### src/logic/gfx_pkg.sv
// ==================================================================
// shared geometry, raster timing and widths for the line renderer
// plus the line drawer state type
// ==================================================================

package gfx_pkg;

    // coordinate and colour widths
    localparam int CORDW = 16;          // signed coordinate width
    localparam int CIDXW = 4;           // colour index width
    localparam int CHANW = 4;           // one colour channel
    localparam int COLRW = 3*CHANW;     // rgb over three channels

    // framebuffer geometry
    localparam int FB_WIDTH  = 64;
    localparam int FB_HEIGHT = 48;
    localparam int FB_PIXELS = FB_WIDTH * FB_HEIGHT;
    localparam int FB_ADDRW  = $clog2(FB_PIXELS);

    // raster timing with active high sync
    localparam int H_TOTAL      = 80;   // clocks per line
    localparam int H_SYNC_START = 68;
    localparam int H_SYNC_END   = 75;   // last clock of hsync
    localparam int V_TOTAL      = 52;   // lines per frame
    localparam int V_SYNC_START = 49;
    localparam int V_SYNC_END   = 50;   // last line of vsync

    // pipeline latencies
    localparam int LAT_ADDR = 3;        // point to ram write
    localparam int LAT_SCAN = 2;        // counters to video out

    // line drawer states
    typedef enum logic [1:0] {
        ST_IDLE,
        ST_INIT,
        ST_DRAW,
        ST_DONE
    } draw_state_t;

endpackage

### src/logic/raster_scanout.sv
// ==================================================================
// raster counters, framebuffer readout, palette lookup
// and aligned sync, enable and rgb outputs
// ==================================================================

`timescale 1ns/1ps

module raster_scanout import gfx_pkg::*; (
    input  logic                clk_sys,
    input  logic                rst_sys,
    input  logic [CIDXW-1:0]    rd_cidx,   // index for last cycle's rd_addr
    output logic [FB_ADDRW-1:0] rd_addr,
    output logic                hsync,
    output logic                vsync,
    output logic                de,
    output logic                frame,
    output logic [CHANW-1:0]    vga_r,
    output logic [CHANW-1:0]    vga_g,
    output logic [CHANW-1:0]    vga_b
);

    logic [$clog2(H_TOTAL)-1:0] h;         // clock within line
    logic [$clog2(V_TOTAL)-1:0] v;         // line within frame
    logic line_end, frame_end;
    logic active;                          // current position is a pixel

    // stage 1 lined up with the ram read
    logic hs_s1, vs_s1, de_s1, frame_s1;

    logic [COLRW-1:0] pal_colr;

    always_comb begin
        line_end  = (h == H_TOTAL-1);
        frame_end = line_end && (v == V_TOTAL-1);
        active    = (h < FB_WIDTH) && (v < FB_HEIGHT);
    end

    // free-running counters
    always_ff @(posedge clk_sys) begin
        if (line_end) begin
            h <= '0;
            v <= (v == V_TOTAL-1) ? '0 : v + 1'b1;
        end else begin
            h <= h + 1'b1;
        end
        if (rst_sys) begin
            h <= '0;
            v <= '0;
        end
    end

    // read address walks active pixels only
    always_ff @(posedge clk_sys) begin
        if (frame_end) begin
            rd_addr <= '0;
        end else if (active) begin
            rd_addr <= rd_addr + 1'b1;
        end
        if (rst_sys) rd_addr <= '0;
    end

    // stage 1 timing flags wait one cycle for the ram
    always_ff @(posedge clk_sys) begin
        hs_s1    <= (h >= H_SYNC_START) && (h <= H_SYNC_END);
        vs_s1    <= (v >= V_SYNC_START) && (v <= V_SYNC_END);
        de_s1    <= active;
        frame_s1 <= (h == 0) && (v == 0);
        if (rst_sys) begin
            hs_s1    <= 1'b0;
            vs_s1    <= 1'b0;
            de_s1    <= 1'b0;
            frame_s1 <= 1'b0;
        end
    end

    // fixed palette with 0 black and 15 white
    always_comb begin
        case (rd_cidx)
            4'h0:    pal_colr = 12'h000;
            4'h1:    pal_colr = 12'hF00;  // red
            4'h2:    pal_colr = 12'h0F0;  // green
            4'h3:    pal_colr = 12'h00F;  // blue
            4'h4:    pal_colr = 12'hFF0;
            4'h5:    pal_colr = 12'h0FF;
            4'h6:    pal_colr = 12'hF0F;
            4'h7:    pal_colr = 12'h888;  // mid grey
            4'h8:    pal_colr = 12'h800;
            4'h9:    pal_colr = 12'h080;
            4'hA:    pal_colr = 12'h008;
            4'hB:    pal_colr = 12'h880;
            4'hC:    pal_colr = 12'h088;
            4'hD:    pal_colr = 12'h808;
            4'hE:    pal_colr = 12'hF80;  // orange
            default: pal_colr = 12'hFFF;
        endcase
    end

    // stage 2 video outputs
    always_ff @(posedge clk_sys) begin
        hsync <= hs_s1;
        vsync <= vs_s1;
        de    <= de_s1;
        frame <= frame_s1;
        if (de_s1) begin
            {vga_r, vga_g, vga_b} <= pal_colr;
        end else begin  // black in blanking
            {vga_r, vga_g, vga_b} <= '0;
        end
        if (rst_sys) begin
            hsync <= 1'b0;
            vsync <= 1'b0;
            de    <= 1'b0;
            frame <= 1'b0;
            {vga_r, vga_g, vga_b} <= '0;
        end
    end

endmodule

### config.mk
export PLATFORM = sky130hd
export DESIGN_NAME = raster_scanout
export DESIGN_NICKNAME = d
export VERILOG_FILES = /design/src/logic/gfx_pkg.sv /design/src/logic/raster_scanout.sv
export SDC_FILE = /design/constraint.sdc
export NUM_CORES = 1
export LEC_CHECK = 0
export CORE_UTILIZATION = 24
export DETAILED_ROUTE_END_ITERATION = 7
export DONT_BUFFER_PORTS = 1
export HOLD_SLACK_MARGIN = 0.1
export PLACE_DENSITY_LB_ADDON = 0.08
export SYNTH_ARGS = -nofsm -noshare
export SYNTH_HDL_FRONTEND = slang
export SYNTH_SLANG_ARGS = --single-unit
export TNS_END_PERCENT = 1
### constraint.sdc
create_clock -name clk_sys -period 1.78 [get_ports clk_sys]
set_clock_uncertainty 0.2 [all_clocks]
set_input_delay 0.089 -clock clk_sys [delete_from_list [all_inputs] [get_ports clk_sys]]
set_output_delay 0.089 -clock clk_sys [all_outputs]
set_load 0.01 [all_outputs]
==> out/qor.yml <==
path_max_fanout: 16
path_delay_family: "simple AND/OR/NAND/NOR gates"
finalCriticalPeriod_ns: 1.696
cts.path.max_buffers: 2
post-route-period-util_pct: 95.29
cp.buffers_inverters: 1
synth_top_flop_cell: "dfxtp_1"
fin_nets: 247
synth-edff-count: 0
worst_path_largest_cell_delay_ns: 0.43
synthTopCellsByArea: "dfxtp_1, ha_1, nor2_1"
coreArea_sq_um: 7687
synth_seq_cells: 39
initial_core_util_pct: 24.63
synth-async-reset-ratio_pct: 0
fin_util_pct: 30.06
cts_tree: "built"
antenna_found_initial: 0
synth_area_sq_um: 1893
clock-sinks: 39
tightest_slew_ns: 0.6645
drt_iter0_markers: 47
io_buffers: 0
setup.worst_path.end_class: "flip-flop"
diodes: 0
yosys.area.top_type_share_pct: 41.24
drv_slew: 0
status: "completed"
viasPerCell: 4.348
cts_buffers: 5
arrival_ns: 1.68
tns_ns: 0
yosysWarnings: 0
die_x_um: 90.82
grt_pass1_vias: 1464
p_leak_nw: 0.9295
syn_area_per_cell_sq_um: 9.190
io_pins: 34
synth.yosys.seq_area_share_pct: 41.24
drcViolationCount: 0
htreeDepth: 2
syn-num-nets: 226
finalHoldViolCount: 0
power_density_nw_per_um2: 789.3
critPathLaunchType: "flip-flop"
ant_nets: 0
wl_per_cell_um: 11.70
cts.clk_slew.worst_paths_ns: 0.08
final-setup-viol-count: 0
grt_usage_pct: 10.17
crit_type: "flip-flop to flip-flop"
total_power_mw: 1.824
grt_max_degree: 18
die_h_um: 90.82
slew_headroom_pct: 55.55
ys_types: 40
drv_cap: 0
area_growth_syn_to_layout_pct: 22.08
worst_path_max_delay_cell: "or3b_4"
hpwl_mm: 2.860
path_cells: "or3b_4 -> nor3_4 -> a41o_1 -> buf_12 -> nor2_1"
gr-total-overflow: 0
root_buffer: "clkbuf_8"
vdd_ir_drop_max_mv: 0.3353
grt_first_pass_wirelength_mm: 6.720
routed_wl_mm: 3.860
yosys.area.top_type: "dfxtp_1"
rows: 32
required_ns: 1.76
drive_above_1_share_pct: 19.74
max_freq_ghz: 0.5895
place_congestion: 0.7215
grt_setup_unrepaired: "false"
hp-class: "primary input to flip-flop"
die-area_sq_um: 8247
via_count: 1435
netlist_instances: 206
drtPass1Iterations: 4
clk_latency_ns: 0.29
layout by cell type (no fill, tap or decap), types with 2 or more instances in the layout:
master and instances:
a211oi_1 2, a21oi_1 10, and3_1 3, buf_4 22, clkbuf_8 6, dfxtp_1 36
dfxtp_2 3, dlygate4sd3_1 5, ha_1 13, inv_1 14, mux2i_1 2, nand2_1 7
nand3_1 5, nand4_1 4, nor2_1 24, nor2b_1 6, nor3_1 8, nor3b_1 3
nor4_1 3, o21ai_0 9, or3_1 3, xnor2_1 8, xor2_1 8
flip-flops by register name, summed over array words and instances (netlist names):
register	count
de	1
rd_addr	12
vsync	1
vga_g	2
vga_r	2
v	6
vga_b	2
vs_s1	1
h	7
hs_s1	1
frame	1
hsync	1
de_s1	1
frame_s1	1
worst reg2reg max path: stages, from the launching register on:
cell	delay (ns)
dfxtp_2	0.34
or3b_4	0.43
nor3_4	0.14
a41o_1	0.26
buf_12	0.16
nor2_1	0.06
Yosys cell counts, drive strengths merged (2+ instances only):
cell type and count:
dfxtp 39, nor2 25, ha 14, inv 14
a21oi 11, buf 9, nor3 9, o21ai 9
xnor2 8, xor2 8, nand2 7, nand3 7
nor2b 6, clkbuf 5, nand4 4, nor4 4
and3 3, nor3b 3, or3 3, a211oi 2
mux2i 2
timing repair:
| action | 4_1_cts | 5_1_grt |
|---|---|---|
| setup endpoints to repair | 0 | 20 |
| resized for setup | 0 | 7 |
| hold buffers | 5 | 0 |
| buffers inserted | 0 | 0 |
| endpoints found under the hold margin | 39 | 0 |
area by class of cell:
type                    instances  area [sq um]
multi-input cells             139         993.5
clock inverters                 2         35.03
inverters                      14         52.55
fillers                       830          5376
flip-flops and latches         39         784.5
repair buffers                 28         235.2
well taps                     102         127.6
clock buffers                   6         82.58
cells by family (layout without fill, tap and decap cells):
| group | count (synthesis) | after routing | share of synthesized area (%) |
|---|---|---|---|
| AO/OA/AOI/OAI | 27 | 27 | 8.923 |
| XOR/XNOR | 16 | 16 | 7.403 |
| adder cells (fa/ha/maj) | 14 | 14 | 9.253 |
| buffers and inverters | 28 | 50 | 7.931 |
| flip-flops | 39 | 39 | 41.24 |
| multiplexers | 4 | 4 | 2.842 |
| AND/OR/NAND/NOR | 78 | 78 | 22.41 |
power breakdown:
part	leakage [nW]	switching, mW	internal [mW]
Sequential	0.318	0.0273	0.897
Clock	0.0612	0.312	0.454
Combinational	0.550	0.0696	0.0644
Total	0.930	0.409	1.42
worst paths after layout:
check | to | slack, ns | from | cells past startpoint
setup reg to reg | rd_addr[0]$_SDFFE_PP0P_ | 0.08 | h[6]$_SDFF_PP0_ | 5
setup / recovery | rd_addr[0]$_SDFFE_PP0P_ | 0.08 | h[6]$_SDFF_PP0_ | 5
hold / removal | vga_r[2]$_SDFF_PP0_ | 0.12 | rd_cidx[0] | 5
hold reg to reg | vsync$_SDFF_PP0_ | 0.24 | vs_s1$_SDFF_PP0_ | 1
stage by stage:
stage | hold slack, ns | setup WS (ns) | std cells | cell area (sq um)
floorplan | -0.03939 | 0.02081 | 206 | 1899
global placement | -0.04178 | 0.03316 | 317 | 2115
detailed placement | -0.03476 | 0.01914 | 317 | 2115
CTS | 0.1159 | 0.001161 | 330 | 2282
global route | 0.1587 | 0.003160 | 330 | 2311
finish | 0.1176 | 0.08377 | 330 | 2311
routing by layer:
metal / up-vias / GRT usage (%) / wire length (um)
met1: 669 / 12.73 / 1786
met2: 21 / 16.79 / 1856
li1: 741 / - / -
met4: 0 / 2.910 / 46
met3: 4 / 3.114 / 170
met5: - / 0 / 0
Power figures use the tool's default switching activity.
