[src/logic/gfx_pkg.sv]
// ==================================================================
// shared geometry, raster timing and widths for the line renderer
// plus the line drawer state type
// ==================================================================

package gfx_pkg;

    // coordinate and colour widths
    localparam int CORDW = 16;          // signed coordinate width
    localparam int CIDXW = 4;           // colour index width
    localparam int CHANW = 4;           // one colour channel
    localparam int COLRW = 3*CHANW;     // rgb over three channels

    // framebuffer geometry
    localparam int FB_WIDTH  = 64;
    localparam int FB_HEIGHT = 48;
    localparam int FB_PIXELS = FB_WIDTH * FB_HEIGHT;
    localparam int FB_ADDRW  = $clog2(FB_PIXELS);

    // raster timing with active high sync
    localparam int H_TOTAL      = 80;   // clocks per line
    localparam int H_SYNC_START = 68;
    localparam int H_SYNC_END   = 75;   // last clock of hsync
    localparam int V_TOTAL      = 52;   // lines per frame
    localparam int V_SYNC_START = 49;
    localparam int V_SYNC_END   = 50;   // last line of vsync

    // pipeline latencies
    localparam int LAT_ADDR = 3;        // point to ram write
    localparam int LAT_SCAN = 2;        // counters to video out

    // line drawer states
    typedef enum logic [1:0] {
        ST_IDLE,
        ST_INIT,
        ST_DRAW,
        ST_DONE
    } draw_state_t;

endpackage

[src/logic/line_drawer.sv]
// ==================================================================
// bresenham line stepper at one point per cycle
// ==================================================================

`timescale 1ns/1ps

module line_drawer import gfx_pkg::*; (
    input  logic                    clk_sys,
    input  logic                    rst_sys,
    input  logic                    start,     // one-cycle request strobe
    input  logic signed [CORDW-1:0] x0,
    input  logic signed [CORDW-1:0] y0,
    input  logic signed [CORDW-1:0] x1,
    input  logic signed [CORDW-1:0] y1,
    input  logic        [CIDXW-1:0] cidx,
    output logic signed [CORDW-1:0] px,        // current point
    output logic signed [CORDW-1:0] py,
    output logic                    pen,       // point valid
    output logic        [CIDXW-1:0] pcidx,
    output logic                    drawing,
    output logic                    done
);

    draw_state_t state;

    logic signed [CORDW-1:0] x, y;             // walking point
    logic signed [CORDW-1:0] x_end, y_end;     // target point
    logic        [CIDXW-1:0] cidx_r;

    // deltas one bit wider so full-range lines fit
    logic signed [CORDW:0]   dx;               // non-negative abs x delta
    logic signed [CORDW:0]   dy;               // negated abs y delta
    logic signed [CORDW:0]   adx, ndy;         // deltas from latched points
    logic signed [CORDW+1:0] err;              // error term
    logic signed [CORDW+1:0] err_next;
    logic signed [CORDW+2:0] e2;               // twice the error
    logic                    x_neg, y_neg;     // step directions
    logic                    movx, movy;
    logic                    last;             // at end point

    // delta setup for ST_INIT
    always_comb begin
        adx = (x_end > x) ? x_end - x : x - x_end;
        ndy = (y_end > y) ? y - y_end : y_end - y;
    end

    // step decision
    always_comb begin
        e2       = err + err;
        movx     = (e2 >= dy);
        movy     = (e2 <= dx);
        last     = (x == x_end) && (y == y_end);
        err_next = err;
        if (movx) err_next = err_next + dy;
        if (movy) err_next = err_next + dx;
    end

    // control fsm
    always_ff @(posedge clk_sys) begin
        case (state)
            ST_IDLE, ST_DONE: begin  // a new request may follow done directly
                if (start) begin
                    state <= ST_INIT;
                end else begin
                    state <= ST_IDLE;
                end
            end
            ST_INIT: state <= ST_DRAW;
            ST_DRAW: if (last) state <= ST_DONE;  // end point is out this cycle
            default: state <= ST_IDLE;
        endcase
        if (rst_sys) state <= ST_IDLE;
    end

    // point and delta registers
    always_ff @(posedge clk_sys) begin
        case (state)
            ST_IDLE, ST_DONE: begin
                if (start) begin  // latch request
                    x      <= x0;
                    y      <= y0;
                    x_end  <= x1;
                    y_end  <= y1;
                    cidx_r <= cidx;
                end
            end
            ST_INIT: begin
                dx    <= adx;
                dy    <= ndy;
                err   <= adx + ndy;  // dx plus negative dy
                x_neg <= (x_end < x);
                y_neg <= (y_end < y);
            end
            ST_DRAW: begin
                if (!last) begin
                    if (movx) x <= x_neg ? x - 1'b1 : x + 1'b1;
                    if (movy) y <= y_neg ? y - 1'b1 : y + 1'b1;
                    err <= err_next;
                end
            end
            default: ;
        endcase
    end

    // outputs straight from state and point registers
    assign px      = x;
    assign py      = y;
    assign pcidx   = cidx_r;
    assign drawing = (state == ST_DRAW);
    assign pen     = (state == ST_DRAW);   // every draw cycle is a point
    assign done    = (state == ST_DONE);   // one cycle with drawing already low

endmodule

[config.mk]
export PLATFORM = sky130hd
export DESIGN_NAME = line_drawer
export DESIGN_NICKNAME = d
export VERILOG_FILES = /design/src/logic/gfx_pkg.sv /design/src/logic/line_drawer.sv
export SDC_FILE = /design/constraint.sdc
export NUM_CORES = 1
export LEC_CHECK = 0
export BUFFER_PORTS_ARGS = -buffer_cell sky130_fd_sc_hd__buf_2
export CAP_MARGIN = 20
export CORE_UTILIZATION = 34
export CTS_BUF_LIST = sky130_fd_sc_hd__clkbuf_2
export DETAILED_ROUTE_END_ITERATION = 12
export GPL_ROUTABILITY_DRIVEN = 0
export HOLD_SLACK_MARGIN = 0.1
export PLACE_DENSITY = 0.55
export REMOVE_ABC_BUFFERS = 1
export SYNTH_ARGS = -nofsm -noshare
export SYNTH_HDL_FRONTEND = slang
export SYNTH_SLANG_ARGS = --single-unit
[constraint.sdc]
create_clock -name clk_sys -period 5.79 [get_ports clk_sys]
set_input_delay 0.579 -clock clk_sys [delete_from_list [all_inputs] [get_ports clk_sys]]
set_output_delay 0.579 -clock clk_sys [all_outputs]
set_load 0.05 [all_outputs]
==> metrics.md <==
| Metric | Value |
|---|---|
| Slew Limit Fails | 0 |
| Final Cycle Share | 92.4% |
| Initial antenna violation count | 2 |
| Syn Std Cell Area | 0.0121 mm² |
| GR peak layer | met2 |
| Critical path endpoint category | flip-flop |
| Clk Latency, worst-skew pair | 0.73 ns |
| Initial drt markers | 533 |
| First-pass GRT wire length | 51600 µm |
| Post-CTS setup buffers | 0 |
| Startpoint types | flip-flop |
| Port Buffers | 109 |
| Largest family of logic cells by synthesized area | adder cells |
| Commonest non-fill, non-tap cell in the layout | ha_1 |
| Root buf cell | clkbuf_2 |
| Slew headroom | 34.0% |
| Layout cells sized above 1 | 14.1% |
| WL final | 31900 µm |
| Dpl cells | 1849 |
| Final Hold Vio Count | 0 |
| Synth Area per Inst | 9.27 µm² |
| I/O pin cnt | 110 |
| Met3 Use GR | 2.21% |
| Via-to-Cell Ratio | 5.13 |
| HPWL Detailed | 25200 µm |
| Setup crit start | px[14] |
| Max-cap viol count | 0 |
| Layout Cells excl Fill | 1949 |
| Number of global-route vias before repair | 10.0k |
| Starting Density | 34.8% |
| Hold WS | 0.226 ns |
| Max Fclk | 187 MHz |
| DRC Markers | 0 |
| Required @ worst endpoint | 6.29 ns |
| Number of CTS-inserted buffers | 17 |
| GRT Overall Usage | 18.0% |
| H-tree depth | 4 |
| Mapped Cells | 1302 |
| Die width | 190 µm |
| R2r startpoint | px[14] |
| Synth warn | 0 |
| ANT nets after route | 0 |
| Post-synthesis sequential area ratio | 30.7% |
| Multi-input combinational cell area | 0.00772 mm² |
| Post-synthesis mux area share | 4.91% |
| Sequential Area | 0.00370 mm² |
| Fin nets | 1743 |
| Post-Place Worst Slack | 0.289 ns |
| Adder-Cell Fraction of Synth Area | 20.4% |
| Met2 Use GR | 30.0% |
| R2R Path End | err[15] |
| Final Skew | 0.0269 ns |
| TritonRoute pass-1 iters | 5 |
| Status | completed |
| Clock-pin slew on the worst setup and hold paths | 0.20 ns |
| Compound-Gate Fraction of Synth Area | 19.7% |
| Post-synth EDFFs | 122 |
| Fraction of registers with async set/reset | 0% |
| Hold WC Path Type | in2reg |
| CTS tree | built |
| Reg-to-reg slack, setup | 0.44 ns |
| Met1 Track Usage GR | 24.4% |
| Max FO, Critical Path | 22 |
| Die Y-Extent | 190 µm |
| Final Setup Violations | 0 |
| Critical Path AT | 5.85 ns |
| Max clock buf depth | 2 |
| Reg2Reg Depth | 23 |
| Post-synthesis cell type count | 73 |
| Setup repair after global routing missed its margin | no |
| Grt total ovfl | 0 |
| Worst-Margin Slew | 0.990 ns |
| CTS sink cnt | 124 |
| Synth Area in Simple Gates | 12.7% |
| Area growth syn-to-layout | 16.8% |
| Post-synthesis xor/xnor area fraction | 6.10% |
| Setup Crit Path Kind | reg2reg |
| Top_reg_cell synth | edfxtp_1 |
| Fillers | 3485 |
| Crit path to | err[15] |
| Most frequent cells in the layout | ha_1 (181), inv_1 (136), edfxtp_1 (122) |
| Routed len/inst | 16.4 µm |
| FP Rows | 68 |
| Worst setup margin | 0.438 ns |
| Die ar. | 0.0363 mm² |
| Core Box Area | 0.0347 mm² |
| Largest net degree at the start of global routing | 58 |
| Post-layout min period | 5.35 ns |
| Synth Register Bits | 124 |
| Via count | 9995 |
what timing repair did:
action / in CTS / in global routing
setup endpoints to repair: 0 / 3
resized for setup: 0 / 1
hold endpoints to repair: 69 / 0
hold buffers: 68 / 0
worst min-delay path by stage:
stage	startpoint	end	depth (start not counted)
after global placement	state[1]	state[1]	2
after floorplan	state[0]	state[0]	1
after CTS	start	state[0]	3
final	start	state[0]	3
after global routing	start	state[0]	3
after detailed placement	state[1]	state[1]	2
layout make-up:
class / count / share of cell area [%]
timing repair buffer: 193 / 9.55
sequential: 124 / 26.3
clock inverter: 12 / 1.06
multi-input combinational: 1007 / 54.7
tap: 455 / 4.04
antenna: 2 / 0.0355
inverter: 138 / 3.67
clock buffer: 18 / 0.639
synth_stat cells, drive strengths merged (3+ instances only):
| library cell | number | area share (%) |
|---|---|---|
| o22ai | 3 | 0.16 |
| xnor2 | 51 | 3.7 |
| and2 | 6 | 0.31 |
| o31ai | 6 | 0.37 |
| a211o | 3 | 0.22 |
| xor2 | 33 | 2.4 |
| a31o | 3 | 0.22 |
| o2bb2ai | 6 | 0.49 |
| nand3 | 32 | 1.3 |
| a211oi | 25 | 1.6 |
| nor3 | 32 | 1.3 |
| a21boi | 7 | 0.44 |
| a2111oi | 4 | 0.30 |
| a21oi | 122 | 5.1 |
| a31oi | 10 | 0.52 |
| nor2b | 26 | 1.3 |
| mux2i | 21 | 1.7 |
| o211ai | 12 | 0.75 |
| o41ai | 6 | 0.59 |
| nand2b | 17 | 0.88 |
| edfxtp | 122 | 30 |
| clkbuf | 17 | 0.53 |
| ha | 182 | 19 |
| inv | 138 | 4.3 |
| or2 | 10 | 0.52 |
| a41oi | 3 | 0.28 |
| o21ai | 69 | 2.9 |
| o21bai | 5 | 0.31 |
| o31a | 6 | 0.44 |
| mux2 | 34 | 3.2 |
| or3 | 11 | 0.57 |
| buf | 16 | 0.75 |
| nand4 | 18 | 0.93 |
| nand3b | 3 | 0.19 |
| o21a | 18 | 1.1 |
| nand2 | 67 | 2.1 |
| nor2 | 73 | 2.3 |
| and3 | 9 | 0.47 |
| a21o | 42 | 2.6 |
| fa | 9 | 1.5 |
through the flow:
stage	util (%)	TNS [ns]	cell area (µm²)
detailed placement	37.9	0	13200
global placement	37.9	0	13200
finish	40.6	0	14100
CTS	40.6	0	14100
global route	40.6	0	14100
floorplan	-	-0.452	11900
per-layer routing:
| metal | share of wire (%) | up-vias |
|---|---|---|
| met5 | 0 | - |
| met1 | 48 | 4679 |
| li1 | - | 5106 |
| met4 | 1.6 | 0 |
| met2 | 47 | 181 |
| met3 | 3.2 | 29 |
cells by family after synthesis:
group           count (synthesis)
compound gates                366
simple gates                  311
fa+ha+maj                     191
buf+inv                       171
flops                         124
xor+xnor                       84
mux                            55
flip-flops by register name (all words and copies together), names as in the netlist:
signal	count
x_end	16
py	16
state	2
y_neg	1
err	18
y_end	16
x_neg	1
dy	17
dx	17
pcidx	4
px	16
critical path, stage by stage (launching register included):
cell and delay, ns:
edfxtp_1 0.49, inv_1 0.07, ha_1 0.36, and2_1 0.27, nand3_1 0.12, nor3_2 0.39
nand2_1 0.12, and2_1 0.19, a31oi_2 0.18, buf_4 0.29, nor3_1 0.08, a21oi_1 0.16
xor2_1 0.33, ha_1 0.33, o21a_1 0.21, o21ai_1 0.21, nand3b_1 0.22, o211ai_1 0.15
o21a_1 0.20, o21ai_1 0.17, a21boi_1 0.12, xnor2_1 0.16, o22ai_1 0.09, a31o_1 0.20
Power is left out: the tool's default activity adds up to more than one toggle a clock period on the data nets, which glitch-free logic cannot reach.
