$ cat config.mk
export PLATFORM = sky130hd
export DESIGN_NAME = fb_write_addr
export DESIGN_NICKNAME = d
export VERILOG_FILES = /design/src/logic/gfx_pkg.sv /design/src/logic/fb_write_addr.sv
export SDC_FILE = /design/constraint.sdc
export NUM_CORES = 1
export LEC_CHECK = 0
export BUFFER_PORTS_ARGS = -buffer_cell sky130_fd_sc_hd__clkbuf_2
export CAP_MARGIN = 20
export CORE_MARGIN = 4
export CORE_UTILIZATION = 49
export CTS_CLUSTER_SIZE = 30
export DETAILED_ROUTE_END_ITERATION = 10
export GPL_TIMING_DRIVEN = 0
export PLACE_DENSITY = 0.81
export SLEW_MARGIN = 40
export SYNTH_ARGS = -nofsm -noshare
export SYNTH_HDL_FRONTEND = slang
export SYNTH_SLANG_ARGS = --single-unit
$ cat constraint.sdc
create_clock -name clk_sys -period 4.3 [get_ports clk_sys]
set_input_delay 0.215 -clock clk_sys [delete_from_list [all_inputs] [get_ports clk_sys]]
set_output_delay 0.215 -clock clk_sys [all_outputs]
set_load 0.005 [all_outputs]
$ cat src/logic/gfx_pkg.sv
// ==================================================================
// shared geometry, raster timing and widths for the line renderer
// plus the line drawer state type
// ==================================================================

package gfx_pkg;

    // coordinate and colour widths
    localparam int CORDW = 16;          // signed coordinate width
    localparam int CIDXW = 4;           // colour index width
    localparam int CHANW = 4;           // one colour channel
    localparam int COLRW = 3*CHANW;     // rgb over three channels

    // framebuffer geometry
    localparam int FB_WIDTH  = 64;
    localparam int FB_HEIGHT = 48;
    localparam int FB_PIXELS = FB_WIDTH * FB_HEIGHT;
    localparam int FB_ADDRW  = $clog2(FB_PIXELS);

    // raster timing with active high sync
    localparam int H_TOTAL      = 80;   // clocks per line
    localparam int H_SYNC_START = 68;
    localparam int H_SYNC_END   = 75;   // last clock of hsync
    localparam int V_TOTAL      = 52;   // lines per frame
    localparam int V_SYNC_START = 49;
    localparam int V_SYNC_END   = 50;   // last line of vsync

    // pipeline latencies
    localparam int LAT_ADDR = 3;        // point to ram write
    localparam int LAT_SCAN = 2;        // counters to video out

    // line drawer states
    typedef enum logic [1:0] {
        ST_IDLE,
        ST_INIT,
        ST_DRAW,
        ST_DONE
    } draw_state_t;

endpackage

$ cat src/logic/fb_write_addr.sv
// ==================================================================
// three-stage clip and framebuffer address pipeline
// ==================================================================

`timescale 1ns/1ps

module fb_write_addr import gfx_pkg::*; (
    input  logic                    clk_sys,
    input  logic                    rst_sys,
    input  logic signed [CORDW-1:0] px,
    input  logic signed [CORDW-1:0] py,
    input  logic                    pen,
    input  logic        [CIDXW-1:0] pcidx,
    output logic                    we_fb,
    output logic     [FB_ADDRW-1:0] addr_fb,
    output logic        [CIDXW-1:0] cidx_fb
);

    logic                in_bounds;       // point lands inside the buffer
    logic [LAT_ADDR-1:0] en_sr;           // write enable chain
    logic [FB_ADDRW-1:0] row_s1, x_s1;    // stage 1 address parts
    logic [FB_ADDRW-1:0] addr_s2;
    logic [CIDXW-1:0]    cidx_s1, cidx_s2;

    // negative or past the edge is dropped and never wrapped
    assign in_bounds = (px >= 0) && (px < FB_WIDTH) && (py >= 0) && (py < FB_HEIGHT);

    // enable travels beside the address
    always_ff @(posedge clk_sys) begin
        en_sr <= {en_sr[LAT_ADDR-2:0], pen && in_bounds};
        if (rst_sys) en_sr <= '0;
    end

    always_ff @(posedge clk_sys) begin
        // stage 1 row product
        row_s1  <= FB_ADDRW'(py * FB_WIDTH);
        x_s1    <= FB_ADDRW'(px);
        cidx_s1 <= pcidx;
        // stage 2 adds the column
        addr_s2 <= row_s1 + x_s1;
        cidx_s2 <= cidx_s1;
        // stage 3 write port registers
        addr_fb <= addr_s2;
        cidx_fb <= cidx_s2;
    end

    assign we_fb = en_sr[LAT_ADDR-1];

endmodule

==> results of run 1 <==
-- kinds of logic after synthesis --
group                    count (synthesis)  synth area share [%]
flip-flops                              57                 80.71
buffers and inverters                    5                 1.328
adder cells (fa/ha/maj)                  6                 5.841
AO/OA/AOI/OAI                            9                 4.779
XOR/XNOR                                 5                 3.097
AND/OR/NAND/NOR                         10                 4.247
-- synthesized netlist by cell type (all sizes together) (2+ instances only) --
cell type   n  share of area (%)
inv         5                1.3
dfxtp      57                 81
a21o        2                1.2
nor2b       2               0.88
a21oi       3                1.3
a211oi      2                1.4
ha          5                4.4
xnor2       4                2.5
nor4        4                1.8
-- sequential cells by signal, indices dropped and copies added, names as in the netlist --
| signal | cells |
|---|---|
| cidx_fb | 4 |
| cidx_s1 | 4 |
| en_sr | 3 |
| cidx_s2 | 4 |
| addr_s2 | 12 |
| addr_fb | 12 |
| x_s1 | 12 |
| row_s1 | 6 |
-- area by class of cell --
cell class | instances | area [µm²] | share of cell area [%]
multi-input combinational | 30 | 254.0 | 11.96
clock inverter | 6 | 107.6 | 5.068
clock buffer | 9 | 67.56 | 3.182
tap | 31 | 38.79 | 1.827
sequential | 57 | 1141 | 53.74
timing repair buffer | 77 | 495.5 | 23.34
inverter | 5 | 18.77 | 0.8839
-- power breakdown --
group          leakage, µW  internal [µW]  total, µW  switching [µW]
registers         0.000480            569        579            9.48
logic             0.000439           49.0       78.5            29.5
clock network    0.0000918            289        464             175
total              0.00101            907       1120             214
-- per-stage QoR --
| step | hold WS [ns] | utilization [%] | setup WS, ns | cells | instance area, µm² |
|---|---|---|---|---|---|
| floorplan | 0.2427 | - | 2.924 | 92 | 1414 |
| global placement | 0.3096 | 62.66 | 2.858 | 178 | 1728 |
| detailed placement | 0.3121 | 62.66 | 2.816 | 178 | 1728 |
| CTS | 0.009761 | 77.00 | 2.805 | 215 | 2123 |
| global route | 0.02604 | 77.00 | 2.700 | 215 | 2123 |
| finish | 0.05535 | 77.00 | 2.793 | 215 | 2123 |
-- layout by cell type (no fill, tap or decap), types with 2 or more instances in the layout --
cell type      netlist  layout
a21oi_1              2       2
clkbuf_2             0      55
clkinv_2             0       2
ha_1                 5       5
nor4_1               4       4
dfxtp_1             57      57
dlygate4sd3_1        0      22
xnor2_1              4       4
clkbuf_4             0       9
nor2b_1              2       2
inv_1                5       5
bufinv_16            0       3
-- how the worst min path moves through the flow --
stage	depth (start not counted)	start	end	slack [ns]
3_5_place_dp	0	addr_s2[0]	addr_fb[0]	0.31
5_1_grt	2	rst_sys	en_sr[2]	0.03
4_1_cts	2	rst_sys	en_sr[1]	0.01
2_1_floorplan	0	pcidx[0]	cidx_s1[0]	0.24
6_report	2	rst_sys	en_sr[2]	0.06
3_3_place_gp	0	addr_s2[7]	addr_fb[7]	0.31
-- layer usage --
layer  GRT usage [%]  vias to the layer above  routed length [µm]
li1                -                      480                   -
met1           14.49                      410                 886
met2           26.76                       39                1427
met3           5.372                        8                 191
met4           13.64                        0                  70
met5               0                        -                   0
-- what timing repair did --
item	CTS	global route
endpoints found under the hold margin	22	0
hold buffers	22	0
buffers inserted	0	0
-- worst register-to-register path, delay by kind of cell, from the launching register on --
family | cells | cell delay, ns
adders and majority gates | 2 | 0.61
xor gates and xnor gates | 1 | 0.13
DFF | 1 | 0.32
buffers and inverters | 2 | 0.15
AOI/OAI and AO/OA | 2 | 0.19
==> run metrics, run 1 <==
1st-iter DRT viols=11; Chip Width=61.72 µm; Lkg Pwr=0.001010 µW; outcome=finished, final reports clean; Yosys cell types=20; Critical Path Sink=addr_s2[10]; final hold vios=0; Max-slew headroom=81.41%; PD cells=between 500 and 600 nW/µm²; r2r worst-path depth=7; hpwl dp=1.602 mm; clk sinks=57; crit path DAT=1.76 ns; CP Depth=7; Final Power=1121 µW; critical path peak fanout=3; largest net degree at the start of global routing=11; TNS Setup=0 ns; initial antenna violation count=0; crit-path max cell delay=0.40 ns; CTS root buf=clkbuf_4; Slew Viols, Final=0; Vias=937; # fillers=~160; Final GP Congestion=0.7184; Reg clk slew, reported paths=0.09 ns; Die Y=61.72 µm; Clock Latency Late Sink=0.37 ns; clock skew=0.007956 ns; maximum root-to-sink buffer count=2; DR vias/cell=4.358; drt pass-1 iters=4; Avg Synthesized Cell Area=roughly 15 µm²; CP bufs+invs=2; global route total overflow=0; layout net count=225; die area=between 3000 and 4000 µm²; CTS tree=yes; Core Region=2758 µm²; worst min path class=input pin to register; Cells after Synth=between 90 and 100; Setup Crit Path Kind=register to register; drt wl/cell=11.98 µm; crit path from=row_s1[6]; period utilization=35.05%; fin crit period=1.507 ns; post_cts resized=0; via count of the first global-routing pass=923; Area Growth Syn to Fin=50.18%; first-pass GRT wire length=3.926 mm; Worst Setup End Kind=register; Port Buffers=55; RSZ-0062 raised after global routing=false; Top Ports=between 50 and 60; Startpoint Class=register; FMAX=663.4 MHz; Mapped Area=around 1400 µm²; gr usage total=around 16%; max_cap viols=0; most common cell type on the critical path=inv_1; Worst EP required=approximately 4.6 ns; Net Count, Synth=137; sequential fraction of the synthesis area=80.71%; Setup violations, final=0; VDD IR max=0.4791 mV; R2R setup slack=between 2 and 3 ns; synth warn=0; ANT nets after route=0; CP Cell Sequence=ha_1 > inv_1 > fa_1 > inv_1 > a21o_2 > a21oi_1 > xnor2_1; top cell family by delay on the critical path=adder cells; RR Startpoint=row_s1[6]; CTS buffer count=9; slowest cell on the critical path=fa_1; Post-synth EDFFs=0; Synth async-reset ratio=0%; Total Routed Length=2.575 mm; Top FF cell, synth=dfxtp_1; Antenna Cells=0; layout cell share with drive strength beyond 1=39.67%; register bit total from synthesis=57; Worst-Margin Slew=0.2749 ns; CTS HTree Levels=3; Initial Utilization=between 50% and 60%; reg2reg end=addr_s2[10]; Cell Rows=19; DRC=0
Note: power is estimated with default switching activity, not from simulation.
==> run 2, diff against run 1 <==
--- a/config.mk
+++ b/config.mk
@@ -8,11 +8,11 @@
 export BUFFER_PORTS_ARGS = -buffer_cell sky130_fd_sc_hd__clkbuf_2
 export CAP_MARGIN = 20
 export CORE_MARGIN = 4
-export CORE_UTILIZATION = 49
+export CORE_UTILIZATION = 45
 export CTS_CLUSTER_SIZE = 30
 export DETAILED_ROUTE_END_ITERATION = 10
 export GPL_TIMING_DRIVEN = 0
-export PLACE_DENSITY = 0.81
+export PLACE_DENSITY = 0.75
 export SLEW_MARGIN = 40
 export SYNTH_ARGS = -nofsm -noshare
 export SYNTH_HDL_FRONTEND = slang
==> constraint.sdc (replaced) <==
create_clock -name clk_sys -period 1.5 [get_ports clk_sys]
set_input_delay 0.075 -clock clk_sys [delete_from_list [all_inputs] [get_ports clk_sys]]
set_output_delay 0.075 -clock clk_sys [all_outputs]
set_load 0.005 [all_outputs]
==> run 2 against run 1 <==
  * Via count up 4.5%
  * Routed wire length up 9.3%
  * Hold slack better by 0.27 ns
  * Clock skew about the same
  * Cell area up 4.2%
  * Total power rose to 2.6 times the previous value
  * Combinational power rose to 3.2 times the previous value
  * Non-clock buffer count up 11
  * Global-route usage up 0.73 points
  * Sequential power rose to 2.9 times the previous value
  * Critical path depth down 1
  * Setup slack worse by 2.7 ns
==> run metrics, run 2 (synthesis gave the netlist of run 1 again) <==
outcome=finished, final reports clean; Vias=979 (+4.5%); CTS HTree Levels=3 (unchanged); crit path from=rst_sys; CP Cell Sequence=dlygate4sd3_1 > clkbuf_2 > nor4b_2 > dlygate4sd3_1 > nand4_1 > nor2_1; DRC=0 (unchanged); Initial Utilization=46.69% (-4.6 points); fin crit period=1.434 ns; Setup violations, final=0 (unchanged); via count of the first global-routing pass=1115 (+21%); crit path DAT=1.74 ns (-0.02 ns); FMAX=697.3 MHz; maximum root-to-sink buffer count=2 (unchanged); hold_sp=addr_s2[7]; clock skew=0.007568 ns (-0.0003884 ns); r2r worst-path depth=7 (unchanged); # fillers=193 (+18%); gr usage total=16.31% (+0.73 points); die area=4102 µm² (+7.7%); Final Power=2926 µW (+160%); Area Growth Syn to Fin=56.46%; largest net degree at the start of global routing=10 (-1); Post-Layout Cell Count=238 (+11%); crit-path max cell delay=0.58 ns (+0.18 ns); clk sinks=57 (unchanged); drt pass-1 iters=3 (-1); PD cells=1323 nW/µm² (+150%); RR Startpoint=x_s1[6]; Cell Rows=20 (+1); Worst EP required=1.81 ns (-2.75 ns); period utilization=95.61%; most frequent cells in the layout=dfxtp_1 (57), clkbuf_2 (55), dlygate4sd3_1 (33); setup bufs post-CTS=0 (unchanged); Largest regs=addr_fb (12), addr_s2 (12), x_s1 (12); Port Buffers=55 (unchanged); VDD IR max=0.7774 mV (+62%); Multi-input gate area=265.3 µm² (+4.4%); ANT nets after route=0 (unchanged); layout cell share with drive strength beyond 1=39.18% (-0.50 points); layout net count=236 (+4.9%); 1st-iter DRT viols=17 (+6); initial antenna violation count=0 (unchanged); worst min path class=register to register; first-pass GRT wire length=4.733 mm (+21%); Total Routed Length=2.814 mm (+9.3%); most common cell type on the critical path=dlygate4sd3_1; RSZ-0062 raised after global routing=true; global route total overflow=0 (unchanged); Chip Width=64.05 µm (+3.8%); Final GP Congestion=0.7221 (+0.52%); CTS buffer count=9 (unchanged); CTS root buf=clkbuf_4; Startpoint Class=input pin; Slew Viols, Final=0 (unchanged); Worst-Margin Slew=0.3035 ns (+0.02857 ns); Worst Setup End Kind=register; Max-slew headroom=79.58% (-1.8 points); max_cap viols=0 (unchanged); Hold Path Depth=0 (-2); CTS tree=yes; slowest cell on the critical path=dlygate4sd3_1; leading cell type in the layout, fill and taps excluded=dfxtp_1; Setup Crit Path Kind=input pin to register; Top Ports=56 (unchanged); Core Region=3028 µm² (+9.8%); Die Y=64.05 µm (+3.8%); Lkg Pwr=0.001046 µW (+3.5%); Antenna Cells=0 (unchanged); final hold vios=0 (unchanged); Reg clk slew, reported paths=0.08 ns (about the same); DR vias/cell=4.113 (-5.6%); Clock Latency Late Sink=0.36 ns (about the same); area occupied by registers=1141 µm² (unchanged); drt wl/cell=11.82 µm (-1.3%); critical path peak fanout=3 (unchanged); hpwl dp=1.600 mm (-0.14%); Placed Cells=191 (+7.3%)
[run 2: through the flow]
stage / worst slack, ns / utilization [%] / instance area, µm² / hold slack [ns] / setup TNS (ns)
floorplan: 0.1235 / - / 1414 / 0.1027 / 0
global placement: 0.06361 / 57.60 / 1744 / 0.1778 / 0
detailed placement: 0.004124 / 57.60 / 1744 / 0.1789 / 0
CTS: 0.01060 / 72.77 / 2203 / 0.3135 / 0
global route: -0.008061 / 73.06 / 2212 / 0.3066 / -0.008061
finish: 0.06582 / 73.06 / 2212 / 0.3302 / 0
[run 2: what timing repair did]
action	4_1_cts	5_1_grt
gates resized for setup	1	3
pin swaps	0	1
hold buffers	33	0
setup endpoints to repair	1	2
endpoints found under the hold margin	25	0
[run 2: path summary, 6_finish.rpt]
path         slack [ns]           to
max                0.07     en_sr[0]
min                0.33   addr_fb[7]
max reg2reg        0.07  addr_s2[10]
min reg2reg        0.33   addr_fb[7]
[run 2: critical path: cells and delay by family]
family / cells / cell delay [ns]
buffers and inverters: 3 / 1.27
AND/OR/NAND/NOR: 3 / 0.40
[run 2: area by class of cell]
class,instances,share of cell area (%)
Clock buffer,10,3.676
Clock inverter,4,2.036
Sequential cell,57,51.58
Timing Repair Buffer,88,27.38
Inverter,5,0.8484
Multi-Input combinational cell,30,11.99
Tap cell,44,2.489
[run 2: layer usage]
metal / track usage, % / share of wire [%] / up-vias
met5: 0 / 0 / -
met1: 14.21 / 35 / 419
met3: 7.733 / 8.8 / 10
met4: 11.32 / 2.4 / 0
li1: - / - / 505
met2: 28.90 / 54 / 45
[run 2: power by group]
group          internal (µW)  leakage (µW)  switching [µW]
combinational            158      0.000492            92.6
sequential              1630      0.000480            28.0
clock                    528     0.0000745             488
